[src/verilog/cachePkg.sv]
package cachePkg;

  // processor address and load word
  localparam int AddrW = 32;
  localparam int Xlen = 64;

  // 32-byte lines of four 64-bit words
  localparam int BeatsPerLine = 4;
  localparam int OffsetW = 5;

  // word 0 sits at the low end, so line[beat] picks one word
  typedef logic [BeatsPerLine-1:0][Xlen-1:0] lineT;

  // controller states
  typedef enum logic [1:0] {
    idle    = 2'd0,
    compare = 2'd1,
    refill  = 2'd2,
    respond = 2'd3
  } cacheStateT;

endpackage

[src/verilog/cacheCtrl.sv]
`timescale 1ns/10ps

module cacheCtrl #(
  parameter int  NumSets = 64,
  localparam int IndexW = $clog2(NumSets)
) (
  input  logic              clk,
  input  logic              rst_n,
  input  logic              reqValid_i,
  input  logic              hit_i,
  input  logic [IndexW-1:0] index_i,
  input  logic              lastBeat_i,
  input  logic              beatDone_i,
  output logic              reqReady_o,
  output logic              accept_o,
  output logic              refillStart_o,
  output logic              arIssue_o,
  output logic [1:0]        tagWe_o,
  output logic              valid0_o,
  output logic              valid1_o,
  output logic              respLoad_o,
  output logic              respValid_o,
  output logic              respondRefill_o
);
  import cachePkg::*;

  cacheStateT state;
  cacheStateT stateNext;
  logic started;
  logic beatPending;
  logic victimWay;
  logic chooseWay;
  logic [NumSets-1:0] valid0Q;
  logic [NumSets-1:0] valid1Q;
  logic [NumSets-1:0] victimQ;

  assign valid0_o = valid0Q[index_i];
  assign valid1_o = valid1Q[index_i];

  // first invalid way, else the set's victim bit
  assign chooseWay = valid0_o && (!valid1_o || victimQ[index_i]);

  // a hit in compare keeps the port open for the next request
  assign reqReady_o = started && (state == idle || (state == compare && hit_i));
  assign accept_o = reqReady_o && reqValid_i;
  assign respLoad_o = (state == compare && hit_i) || state == respond;
  assign respondRefill_o = (state == respond);
  assign refillStart_o = (state == compare) && !hit_i;
  // one AR outstanding at a time
  assign arIssue_o = (state == refill) && !beatPending;
  assign tagWe_o = (state == respond) ? {victimWay, !victimWay} : 2'b00;

  always_comb begin
    stateNext = state;
    case (state)
      idle: begin
        if (accept_o) begin
          stateNext = compare;
        end
      end
      compare: begin
        if (!hit_i) begin
          stateNext = refill;
        end else if (!accept_o) begin
          stateNext = idle;
        end
      end
      refill: begin
        if (beatDone_i && lastBeat_i) begin
          stateNext = respond;
        end
      end
      respond: begin
        stateNext = idle;
      end
      default: begin
        stateNext = idle;
      end
    endcase
  end

  always_ff @(posedge clk or negedge rst_n) begin
    if (!rst_n) begin
      state <= idle;
      started <= 1'b0;
      beatPending <= 1'b0;
      victimWay <= 1'b0;
      respValid_o <= 1'b0;
    end else begin
      state <= stateNext;
      started <= 1'b1;
      respValid_o <= respLoad_o;
      if (arIssue_o) begin
        beatPending <= 1'b1;
      end else if (beatDone_i) begin
        beatPending <= 1'b0;
      end
      if (refillStart_o) begin
        victimWay <= chooseWay;
      end
    end
  end

  // line becomes resident when the RAMs are written
  always_ff @(posedge clk or negedge rst_n) begin
    if (!rst_n) begin
      valid0Q <= '0;
      valid1Q <= '0;
      victimQ <= '0;
    end else if (state == respond) begin
      if (victimWay) begin
        valid1Q[index_i] <= 1'b1;
      end else begin
        valid0Q[index_i] <= 1'b1;
      end
      victimQ[index_i] <= !victimQ[index_i];
    end
  end

endmodule

[config.mk]
export PLATFORM = sky130hd
export DESIGN_NAME = cacheCtrl
export DESIGN_NICKNAME = d
export VERILOG_FILES = /design/src/verilog/cachePkg.sv /design/src/verilog/cacheCtrl.sv
export SDC_FILE = /design/constraint.sdc
export NUM_CORES = 1
export LEC_CHECK = 0
export BUFFER_PORTS_ARGS = -buffer_cell sky130_fd_sc_hd__buf_2
export CORE_MARGIN = 1
export CORE_UTILIZATION = 40
export CTS_CLUSTER_SIZE = 14
export DETAILED_ROUTE_END_ITERATION = 10
export SETUP_SLACK_MARGIN = 0.5
export SLEW_MARGIN = 20
export SYNTH_ARGS = -nofsm -noshare
export SYNTH_HDL_FRONTEND = slang
export SYNTH_SLANG_ARGS = --single-unit
[constraint.sdc]
create_clock -name clk -period 3.6 [get_ports clk]
set_input_delay 0.54 -clock clk [delete_from_list [all_inputs] [get_ports clk]]
set_output_delay 0.54 -clock clk [all_outputs]
set_load 0.01 [all_outputs]
; Word level (Yosys, flattened, before mapping)
; Index checks and enable logic that the tools add are counted.
[totals]
register_bits = 198
[classes]
magnitude_cmp = 2
eq_ne = 6
mux = 17
bitwise_logic = 3
reduce_logical = 21
[ops]
columns = cell, n
row1 = $or A64 B64 Y64, 2
row2 = $bwmux W64, 1
row3 = $bmux W1 S6, 3
row4 = $mux W2, 5
row5 = $logic_and A1 B1 Y1, 8
row6 = $pmux W2 S4, 1
row7 = $lt A6 B7 Y1 const B, 1
row8 = $demux W1 S6, 1
row9 = $ge A6 B1 Y1 const B, 1
row10 = $mux W1, 6
row11 = $logic_not A1 Y1, 5
row12 = $eq A2 B2 Y1 const B, 2
row13 = $reduce_and A2 Y1, 2
row14 = $logic_or A1 B1 Y1, 3
row15 = $ne A3 B3 Y1 const B, 1
row16 = $reduce_and A3 Y1, 1
row17 = $eq A2 B1 Y1 const B, 1
row18 = $logic_not A2 Y1, 1
row19 = $ne A2 B1 Y1 const B, 1
row20 = $ne A2 B2 Y1 const B, 1
row21 = $reduce_bool A2 Y1, 1
row22 = $not A1 Y1, 1

; Logic depth before layout (Yosys ltp)
; Gate-level depths: netlist (run 1).
[logic_depth]
ltp_word = 8
mapped_depth = 12
depth_no_buf = 7

; Worst setup path after synthesis (run 1)
; No wires, ideal clock.
[synth_timing]
path_kind = input to output
start = input index_i[1]
end = output valid0_o
t_arrival_ps = 2225
t_required_ps = 3060
setup_slack_ps = 835
path_stages = 9
path_buffers = 4
path_cell_list = buf_2 > buf_6 > buf_2 > buf_2 > mux2i_1 > o21ai_1 > a222oi_1 > o211ai_1 > a211o_1
[synth_via]
elab_chain_len = 2
[synth_lines]
columns = item, line
row1 = "start, declared", cacheCtrl.sv:11  ; input logic [IndexW-1:0] index_i,
row2 = $bmux W1 S6, cacheCtrl.sv:37  ; assign valid0_o = valid0Q[index_i];
row3 = $mux W1 (not written as such), cacheCtrl.sv:37
row4 = "end, declared", cacheCtrl.sv:19  ; output logic valid0_o,
; Every way passes these cells. The select of a mux whose other input is x is not followed.

; Worst setup path after layout (run 1)
; Same ends and word-level chain as after synthesis.

==> results of run 1 <==
[power by group through the flow]
stage	clock (mW)	sequential (mW)	combinational, mW
after detailed placement	0	2.60	0.720
after floorplan	0	2.57	0.522
after global placement	0	2.59	0.691
final	2.02	2.56	0.715
after global routing	2.15	2.59	0.788
after CTS	2.05	2.56	0.722
[cell usage in the layout (no fill, tap or decap), drive strengths merged, types with 18 or more instances in the layout]
master  synthesis  layout
o31ai          64      64
nand2          32      32
a21o          129     129
buf            33      58
a22oi          18      18
dfrtp         198     198
nor2           24      24
o21ai          72      72
mux4           18      18
mux2i          26      26
clkbuf         38      21
[worst max-delay path, delay by kind of cell]
| family | cells | cell delay (ps) |
|---|---|---|
| buf+inv | 3 | 640 |
| mux | 1 | 520 |
| simple gates | 2 | 330 |
| compound gates | 2 | 450 |
[registers in the layout (all words and copies together), names as in the netlist, named ones only]
register	count
victimQ	64
valid1Q	64
beatPending	1
victimWay	1
state	1
valid0Q	64
respValid_o	1
started	1
[metal layers]
layer	part of all wire [%]	vias up	wire [um]	track usage, %
met4	2.9	0	676	9.48
met1	44	3313	10100	27.7
met5	0	-	0	0
met2	49	160	11300	33.4
met3	4.0	45	910	3.47
li1	-	2849	-	-
[cells by family (layout without fill, tap and decap cells)]
| kind of cell | count (synthesis) | after routing | synth area share, % |
|---|---|---|---|
| buf+inv | 77 | 97 | 4.49 |
| simple gates | 100 | 100 | 5.41 |
| other cells | 1 | 1 | 0.0404 |
| mux | 61 | 61 | 9.23 |
| compound gates | 325 | 325 | 27.5 |
| flops | 198 | 198 | 53.4 |
[worst max path at each step]
stage	end
finish	valid0_o
global placement	valid0_o
global route	valid0_o
detailed placement	valid0_o
CTS	valid0_o
floorplan	valid0_o
[final cells by class]
cell class | instances | area [um2]
clock inverter | 12 | 166
timing repair buffer | 59 | 454
clock buffer | 20 | 457
sequential | 198 | 4950
tap | 285 | 357
fill | 2050 | 12400
multi-input combinational | 487 | 3940
inverter | 6 | 22.5
[through the flow]
step                      util, %  power, mW  instance area [um2]
after floorplan                 -       3.09                 9280
after global placement       42.7       3.28                 9700
after detailed placement     42.7       3.32                 9700
after CTS                    45.5       5.34                10300
after global routing         45.6       5.52                10300
final                        45.6       5.30                10300
==> results by group, run 1 <==
Worst setup path
  • Reg2Reg Setup Slack: between 1000 and 1500 ps
  • Crit path max fanout: 23
  • R2r worst-path depth: 7
  • Crit end category: output port
  • Slowest CP cell: mux4_2
  • Critical Path Start Type: input pin
  • FF-to-FF Start: victimQ[15]
  • Slowest stage delay, CP: 520 ps
  • Setup CP Type: input pin to output port
  • Arr. time, crit path: 2500 ps
  • Worst EP required: between 3000 and 4000 ps
  • CP Cell Sequence: buf_6, buf_8, mux4_2, nor3b_1, a31oi_1, nand4_1, a211o_1, buf_2
  • RR Endpoint: victimQ[32]
  • Critical Path Start: index_i[1]

Synth
  • Commonest cells post-synth: dfrtp_1 (198), a21o_1 (129), o21ai_0 (69)
  • Post-synth EDFFs: 0
  • Synth async-reset ratio: 100%
  • Mapped cell area: 0.00928 mm2
  • Total number of yosys warnings: 0
  • Synth Instances: 762
  • Synth top area share: 53.4%
  • Post-synthesis cell type count: between 40 and 50
  • Syn avg cell area: 12.2 um2
  • Post-synthesis sequential area ratio: 53.4%
  • Synth Net Count: slightly below 800
  • Yosys top cell by area: dfrtp_1
  • Dominant synthesized flop cell: dfrtp_1
  • Top post-synthesis cells by area: dfrtp_1 (53%), a21o_1 (10%), o31ai_2 (8.1%)
  • Most instantiated library cell after synthesis: dfrtp_1
  • Synth Register Bits: 198

STA
  • Fin crit share: approximately 84%
  • Slew HR: 41.2%
  • Worst-Margin Slew: 880 ps
  • Number of setup violations in the final report: 0
  • Setup Skew: 7.03 ps
  • Unrepaired setup endpoints after global routing: yes
  • Final setup margin: 560 ps
  • Minimum clock period: 3040 ps
  • Hold WS: 165 ps
  • TNS Setup: 0 ps
  • Max Clock Freq: about 0.33 GHz
  • Final hold violations: 0
  • Slew Viols, Final: 0

Clocking
  • CTS sink count: 198
  • H-tree lvl count: 4
  • CTS tree: done
  • Clock root cell: clkbuf_16
  • Post-CTS Hold Fix Bufs: 0
  • CTS resizes: 3
  • Buffer count from post-CTS setup fixing: 0
  • Clk pin slew, worst setup/hold paths: 70 ps
  • Cts bufs inserted: 17
  • Clk Latency, worst-skew pair: 440 ps
  • Max Root-Sink Buffers: 2

Cells and area
  • ANT cells: 0
  • Final cell count without fillers: 1067
  • Layout Nets: 781
  • Area delta synth->final: 11.5%
  • Share of post-route cells with drive strength above 1: 24.2%

Placement
  • PortBufs: 22
  • DP Cell Count: 1035
  • HPWL after DPL: around 15000 um
  • GPL Wtd Cong: 0.800
  • Pre-CTS WS: between 300 and 400 ps

Floorplanning
  • Die X: 154 um
  • Die H: 154 um
  • I/O Pins: 23
  • Site Rows: 55
  • Initial Util: 40.9%
  • Die Area: roughly 0.024 mm2
  • Core box area: 0.0227 mm2

Pwr
  • Int Pwr: 3.89 mW
  • Switching part of the total: 26.6%
  • Logic pwr share: 13.5%
  • Leak pwr: 5.62 nW
  • VDD IR max: 0.316 mV
  • Register share of total power: 48.4%
  • P_sw: 1.41 mW
  • Power per cell area: slightly above 500 mW/mm2
  • Clock share of power: roughly two fifths

Route
  • Vias per Instance: approximately 6
  • Wirelength per Cell: around 21 um
  • Routed WL: 22900 um
  • DR iter-0 viols: 458
  • 1st-pass router iterations: 4
  • Antenna Nets Post-Route: 0
  • Total vias in the final route: 6367
  • DRC: 0

Outcome
  • Status: completed

Run
  • Max Cap Viol: 0

Global route
  • Largest net degree at the start of global routing: 94
  • First-pass GRT wire length: 37900 um
  • Vias in the first global route: about 6700
  • Initial antenna violation count: 0
  • Grt total ovfl: 0
  • Total global-route track usage: between 20% and 30%

Hold path
  • HP Class: input pin to asynchronous set/reset pin
No activity file was read; power rests on OpenSTA's default activity.
==> run 2: changes to the inputs <==
- clock period: 3.6 -> 2.9 ns (I/O delays scaled with it)
==> results by group, run 2 (synthesis gave the netlist of run 1 again) <==
Worst setup path
  • Worst Path Buf+Inv: 1 (was 3)
  • Slowest stage delay, CP: 570 ps (was 520 ps)
  • Crit end category: output port (unchanged)
  • Crit path max-delay family: simple AND/OR/NAND/NOR gates (was buffers and inverters)
  • FF-to-FF Start: victimQ[7] (was victimQ[15])
  • Critical Path Start Type: flop (was input pin)
  • Arr. time, crit path: 2320 ps (was 2500 ps)
  • Reg2Reg Setup Slack: 700 ps (was 1200 ps)
  • Crit path max fanout: 2 (was 23)
  • CP Cell Sequence: mux2_1, a22oi_2, and3_1, o22ai_1, or4_4, buf_2 (was buf_6, buf_8, mux4_2, nor3b_1, a31oi_1, nand4_1, a211o_1, buf_2)
  • R2r worst-path depth: 8 (was 7)
  • Slowest CP cell: or4_4 (was mux4_2)
  • RR Endpoint: victimQ[16] (was victimQ[32])
  • Critical Path Start: valid1Q[26] (was index_i[1])
  • Worst EP required: 2470 ps (was 3060 ps)
  • Setup CP Type: flop to output port (was input pin to output port)

Run
  • Max Cap Viol: 0 (unchanged)

Outcome
  • Status: completed (unchanged)

Pwr
  • Switching part of the total: 29.7% (was 26.6%)
  • Leak pwr: 5.77 nW (was 5.62 nW)
  • Clock share of power: 37.6% (was 38.1%)
  • Logic pwr share: 14.2% (was 13.5%)
  • Power per cell area: 622 mW/mm2 (was 512 mW/mm2)
  • Register share of total power: 48.2% (was 48.4%)
  • Int Pwr: 4.65 mW (was 3.89 mW)
  • P_sw: 1.96 mW (was 1.41 mW)
  • VDD IR max: 0.377 mV (was 0.316 mV)

Clocking
  • Clk Latency, worst-skew pair: 440 ps (about the same)
  • Cts bufs inserted: 17 (unchanged)
  • Post-CTS Hold Fix Bufs: 0 (unchanged)
  • Clock root cell: clkbuf_16 (unchanged)
  • Clk pin slew, worst setup/hold paths: 90 ps (was 70 ps)
  • H-tree lvl count: 4 (unchanged)
  • Max Root-Sink Buffers: 2 (unchanged)
  • CTS tree: done (unchanged)
  • CTS sink count: 198 (unchanged)

Cells and area
  • Commonest cells after routing, fill and taps aside: dfrtp_1 (198), a21o_1 (129), o21ai_0 (69), o31ai_2 (60), buf_4 (56) (was dfrtp_1 (198), a21o_1 (129), o21ai_0 (69), o31ai_2 (60), buf_4 (33))
  • ANT cells: 0 (unchanged)
  • Share of post-route cells with drive strength above 1: 27.4% (was 24.2%)
  • Regs by FF count: valid0Q x64, valid1Q x64, victimQ x64 (unchanged)
  • Sequential Area: 0.00495 mm2 (unchanged)
  • Filler cells: 2015 (was 2050)
  • Layout Nets: 807 (was 781)
  • Most common cell after layout, fill and taps aside: dfrtp_1 (unchanged)
  • Area of the multi-input gates: 0.00396 mm2 (was 0.00394 mm2)
  • Area delta synth->final: 14.4% (was 11.5%)

Route
  • Wirelength per Cell: 21.8 um (was 21.5 um)
  • 1st-pass router iterations: 5 (was 4)
  • Total vias in the final route: 6478 (was 6367)
  • DR iter-0 viols: 460 (was 458)
  • Antenna Nets Post-Route: 0 (unchanged)
  • Routed WL: 23900 um (was 22900 um)
  • DRC: 0 (unchanged)
  • Vias per Instance: 5.93 (was 5.97)

STA
  • Slew Viols, Final: 0 (unchanged)
  • Final hold violations: 0 (unchanged)
  • Worst-Margin Slew: 787 ps (was 880 ps)
  • Number of setup violations in the final report: 0 (unchanged)
  • Minimum clock period: approximately 2800 ps
  • Fin crit share: 95.2%
  • Hold WS: 18.2 ps (was 165 ps)
  • Max Clock Freq: 0.362 GHz
  • TNS Setup: 0 ps (unchanged)
  • Unrepaired setup endpoints after global routing: yes (unchanged)
  • Setup Skew: 9.19 ps (was 7.03 ps)
  • Slew HR: 47.4% (was 41.2%)

Global route
  • Largest net degree at the start of global routing: 81 (was 94)
  • Grt total ovfl: 0 (unchanged)
  • Vias in the first global route: 6836 (was 6708)
  • First-pass GRT wire length: 38800 um (was 37900 um)
  • Initial antenna violation count: 0 (unchanged)
  • Total global-route track usage: 21.2% (was 20.8%)

Floorplanning
  • Core box area: 0.0227 mm2 (unchanged)
  • Die H: 154 um (unchanged)
  • Initial Util: 40.9% (unchanged)
  • I/O Pins: 23 (unchanged)
  • Die Area: 0.0238 mm2 (unchanged)
  • Site Rows: 55 (unchanged)
  • Die X: 154 um (unchanged)

Placement
  • PortBufs: 22 (unchanged)
  • HPWL after DPL: 15900 um (was 15000 um)
  • GPL Wtd Cong: 0.843 (was 0.800)

Hold path
  • HP Class: input pin to asynchronous set/reset pin (unchanged)
## run 2: changes by cell type in the layout (fill, tap and decap cells not counted), moves of 3 or more
cell,delta
buf_4,+23
clkinv_8,+5
inv_12,+4
buf_12,+3
bufinv_16,-3
clkinv_4,-3
## run 2: worst max-delay path by stage
stage / to / slack, ps / cells past startpoint
2_1_floorplan: valid0_o / 510 / 9
6_report: valid1_o / 140 / 6
5_1_grt: valid0_o / 20 / 6
4_1_cts: valid1_o / 130 / 6
3_5_place_dp: valid1_o / 5 / 7
3_3_place_gp: valid1_o / 40 / 7
## run 2: layout make-up
type                            count  share of cell area, %
Clock buffer                       17                   4.00
Clock inverter                     15                   1.94
Inverter                            6                  0.212
Multi-Input combinational cell    487                   37.2
Sequential cell                   198                   46.6
Tap cell                          285                   3.36
Timing Repair Buffer               85                   6.62
## run 2: through the flow
| stage | utilization [%] | area [um2] | power (mW) | std cells | worst slack (ps) |
|---|---|---|---|---|---|
| global route | 46.8 | 10600 | 6.90 | 1093 | 24.8 |
| finish | 46.8 | 10600 | 6.61 | 1093 | 141 |
| global placement | 43.7 | 9920 | 4.12 | 1059 | 37.0 |
| detailed placement | 43.7 | 9920 | 4.17 | 1059 | 4.94 |
| CTS | 46.6 | 10600 | 6.65 | 1092 | 128 |
| floorplan | - | 9310 | 3.84 | 762 | 505 |
## run 2: metal layers
metal | share of wire [%] | global-route usage (%) | wire (um) | vias to the layer above
li1 | - | - | - | 2906
met1 | 46 | 28.8 | 11000 | 3392
met2 | 48 | 34.6 | 11500 | 142
met3 | 3.4 | 3.64 | 819 | 38
met4 | 2.0 | 7.02 | 486 | 0
met5 | 0 | 0 | 0 | -
## run 2: what timing repair did
action	4_1_cts	5_1_grt
gates cloned	0	1
setup buffers	1	0
pin swaps	3	3
setup endpoints to repair	6	43
resized for setup	8	4
## run 2: power by group through the flow
stage / Clock [mW] / Combinational (mW) / Sequential, mW
after floorplan: 0 / 0.654 / 3.18
after global placement: 0 / 0.901 / 3.22
after detailed placement: 0 / 0.933 / 3.23
after CTS: 2.53 / 0.941 / 3.18
after global routing: 2.65 / 1.03 / 3.22
final: 2.49 / 0.940 / 3.19
==> run 3: changes to the inputs <==
==> constraint.sdc (replaced) <==
create_clock -name clk -period 2.9 [get_ports clk]
set_input_delay 0.145 -clock clk [delete_from_list [all_inputs] [get_ports clk]]
set_output_delay 0.145 -clock clk [all_outputs]
set_load 0.01 [all_outputs]
==> results by group, run 3 (synthesis gave the netlist of run 1 again) <==
Clocking
  • Clock root cell: clkbuf_16 (unchanged)
  • Clk pin slew, worst setup/hold paths: 80 ps (was 90 ps)
  • CTS tree: done (unchanged)
  • Cts bufs inserted: 17 (unchanged)
  • Clk Latency, worst-skew pair: 440 ps (about the same)
  • CTS sink count: 198 (unchanged)
  • Max Root-Sink Buffers: 2 (unchanged)
  • H-tree lvl count: 4 (unchanged)

Pwr
  • Power per cell area: 614 mW/mm2 (was 622 mW/mm2)
  • Pwr Total: 6.52 mW (was 6.61 mW)
  • Leak pwr: 5.76 nW (was 5.77 nW)
  • VDD IR max: 0.383 mV (was 0.377 mV)

Worst setup path
  • Reg2Reg Setup Slack: 520 ps (was 700 ps)
  • Crit path max-delay family: multiplexers (was simple AND/OR/NAND/NOR gates)
  • Crit end category: output port (unchanged)
  • Setup CP Type: flop to output port (unchanged)
  • CP Cell Sequence: mux4_2, mux2i_1, o22ai_1, or4_4, buf_6 (was mux2_1, a22oi_2, and3_1, o22ai_1, or4_4, buf_2)
  • Slowest CP cell: or4_4 (unchanged)
  • Slowest stage delay, CP: 540 ps (was 570 ps)
  • Worst EP required: 2760 ps (was 2470 ps)
  • Crit path max fanout: 2 (unchanged)
  • Critical Path Start Type: flop (unchanged)
  • Worst Path Buf+Inv: 1 (unchanged)
  • RR Endpoint: victimQ[48] (was victimQ[16])
  • Arr. time, crit path: 2250 ps (was 2320 ps)
  • R2r worst-path depth: 8 (unchanged)
  • FF-to-FF Start: victimQ[3] (was victimQ[7])

Run
  • Max Cap Viol: 0 (unchanged)

Cells and area
  • Final cell count without fillers: 1098 (was 1093)
  • Regs by FF count: valid0Q x64, valid1Q x64, victimQ x64 (unchanged)
  • Share of post-route cells with drive strength above 1: 27.3% (was 27.4%)
  • Area delta synth->final: 14.4% (about the same)
  • ANT cells: 0 (unchanged)
  • Most common cell after layout, fill and taps aside: dfrtp_1 (unchanged)
  • Commonest cells after routing, fill and taps aside: dfrtp_1 (198), a21o_1 (129), o21ai_0 (69), o31ai_2 (62), buf_4 (59) (was dfrtp_1 (198), a21o_1 (129), o21ai_0 (69), o31ai_2 (60), buf_4 (56))
  • Layout Nets: 812 (was 807)
  • Final instance area: 0.0106 mm2 (about the same)

Hold path
  • Hold_sp: reqValid_i
  • Hold Path Stages: 3
  • Worst Hold Path EP: state[0]
  • HP Class: input pin to flop (was input pin to asynchronous set/reset pin)

STA
  • Minimum clock period: 2390 ps (was 2760 ps)
  • Max Clock Freq: 0.418 GHz (was 0.362 GHz)
  • Worst-Margin Slew: 834 ps (was 787 ps)
  • Setup Skew: 8.66 ps (was 9.19 ps)
  • Final setup margin: 510 ps (was 141 ps)
  • Slew Viols, Final: 0 (unchanged)
  • Unrepaired setup endpoints after global routing: yes (unchanged)
  • Final hold violations: 0 (unchanged)
  • Fin crit share: 82.4% (was 95.2%)
  • Slew HR: 44.4% (was 47.4%)
  • TNS Setup: 0 ps (unchanged)
  • Number of setup violations in the final report: 0 (unchanged)

Floorplanning
  • Core box area: 0.0227 mm2 (unchanged)
  • Site Rows: 55 (unchanged)
  • I/O Pins: 23 (unchanged)
  • Die X: 154 um (unchanged)
  • Initial Util: 40.9% (unchanged)
  • Die Area: 0.0238 mm2 (unchanged)
  • Die H: 154 um (unchanged)

Route
  • DR iter-0 viols: 379 (was 460)
  • Wirelength per Cell: 21.7 um (was 21.8 um)
  • Antenna Nets Post-Route: 0 (unchanged)
  • DRC: 0 (unchanged)
  • Vias per Instance: 5.98 (was 5.93)
  • Routed WL: 23800 um (was 23900 um)
  • 1st-pass router iterations: 5 (unchanged)
  • Total vias in the final route: 6566 (was 6478)

Placement
  • PortBufs: 22 (unchanged)
  • Dpl cell area: 0.00982 mm2 (was 0.00992 mm2)
  • Pre-CTS WS: 123 ps (was 4.94 ps)
  • DP Cell Count: 1050 (was 1059)
  • GPL Wtd Cong: 0.808 (was 0.843)
  • HPWL after DPL: 15300 um (was 15900 um)

Global route
  • Initial antenna violation count: 0 (unchanged)
  • First-pass GRT wire length: 38200 um (was 38800 um)
  • Grt total ovfl: 0 (unchanged)
  • Largest net degree at the start of global routing: 102 (was 81)
  • Vias in the first global route: 6728 (was 6836)
  • Total global-route track usage: 20.9% (was 21.2%)

Outcome
  • Status: completed (unchanged)
run 3: tightest hold or removal path, cell delays in order:
cell      delay (ps)
buf_2             70
and2_1           120
o21bai_1         110
run 3: final cells by class:
class,instances,area [um2]
flip-flops and latches,198,4950
clock buffers,18,429
fillers,2038,12100
repair buffers,90,732
well taps,285,357
inverters,6,22.5
clock inverters,14,158
multi-input cells,487,3970
run 3: report_power, final:
part / leakage [nW] / internal (mW) / switching [mW]
registers: 2.73 / 3.03 / 0.153
clock network: 0.282 / 1.23 / 1.15
logic: 2.75 / 0.420 / 0.537
total: 5.76 / 4.68 / 1.84
run 3: timing repair:
item	in CTS	in global routing
buffers inserted	2	9
pin swaps	3	8
setup endpoints to repair	2	32
hold endpoints to repair	101	0
cloned	0	1
gates resized for setup	6	11
hold buffers	4	0
run 3: metrics by stage:
stage	util (%)	hold WS, ps
6_report	46.8	50.4
5_1_grt	46.8	74.4
4_1_cts	46.2	46.6
3_5_place_dp	43.3	310
3_3_place_gp	43.3	290
2_1_floorplan	-	-151
run 3: worst max path at each step:
stage	slack (ps)	endpoint	from	cells after the start
6_report	510	valid1_o	valid1Q[55]	5
5_1_grt	440	valid0_o	valid0Q[30]	6
4_1_cts	450	valid1_o	valid1Q[18]	6
3_5_place_dp	120	victimWay	index_i[0]	9
3_3_place_gp	190	victimWay	index_i[0]	9
2_1_floorplan	740	victimWay	index_i[1]	10
run 3: per-layer routing:
metal / vias to the layer above / share of wire [%] / track usage (%)
li1: 2908 / - / -
met1: 3457 / 45 / 28.5
met2: 171 / 49 / 33.8
met3: 30 / 4.4 / 3.70
met4: 0 / 1.8 / 6.65
met5: - / 0 / 0
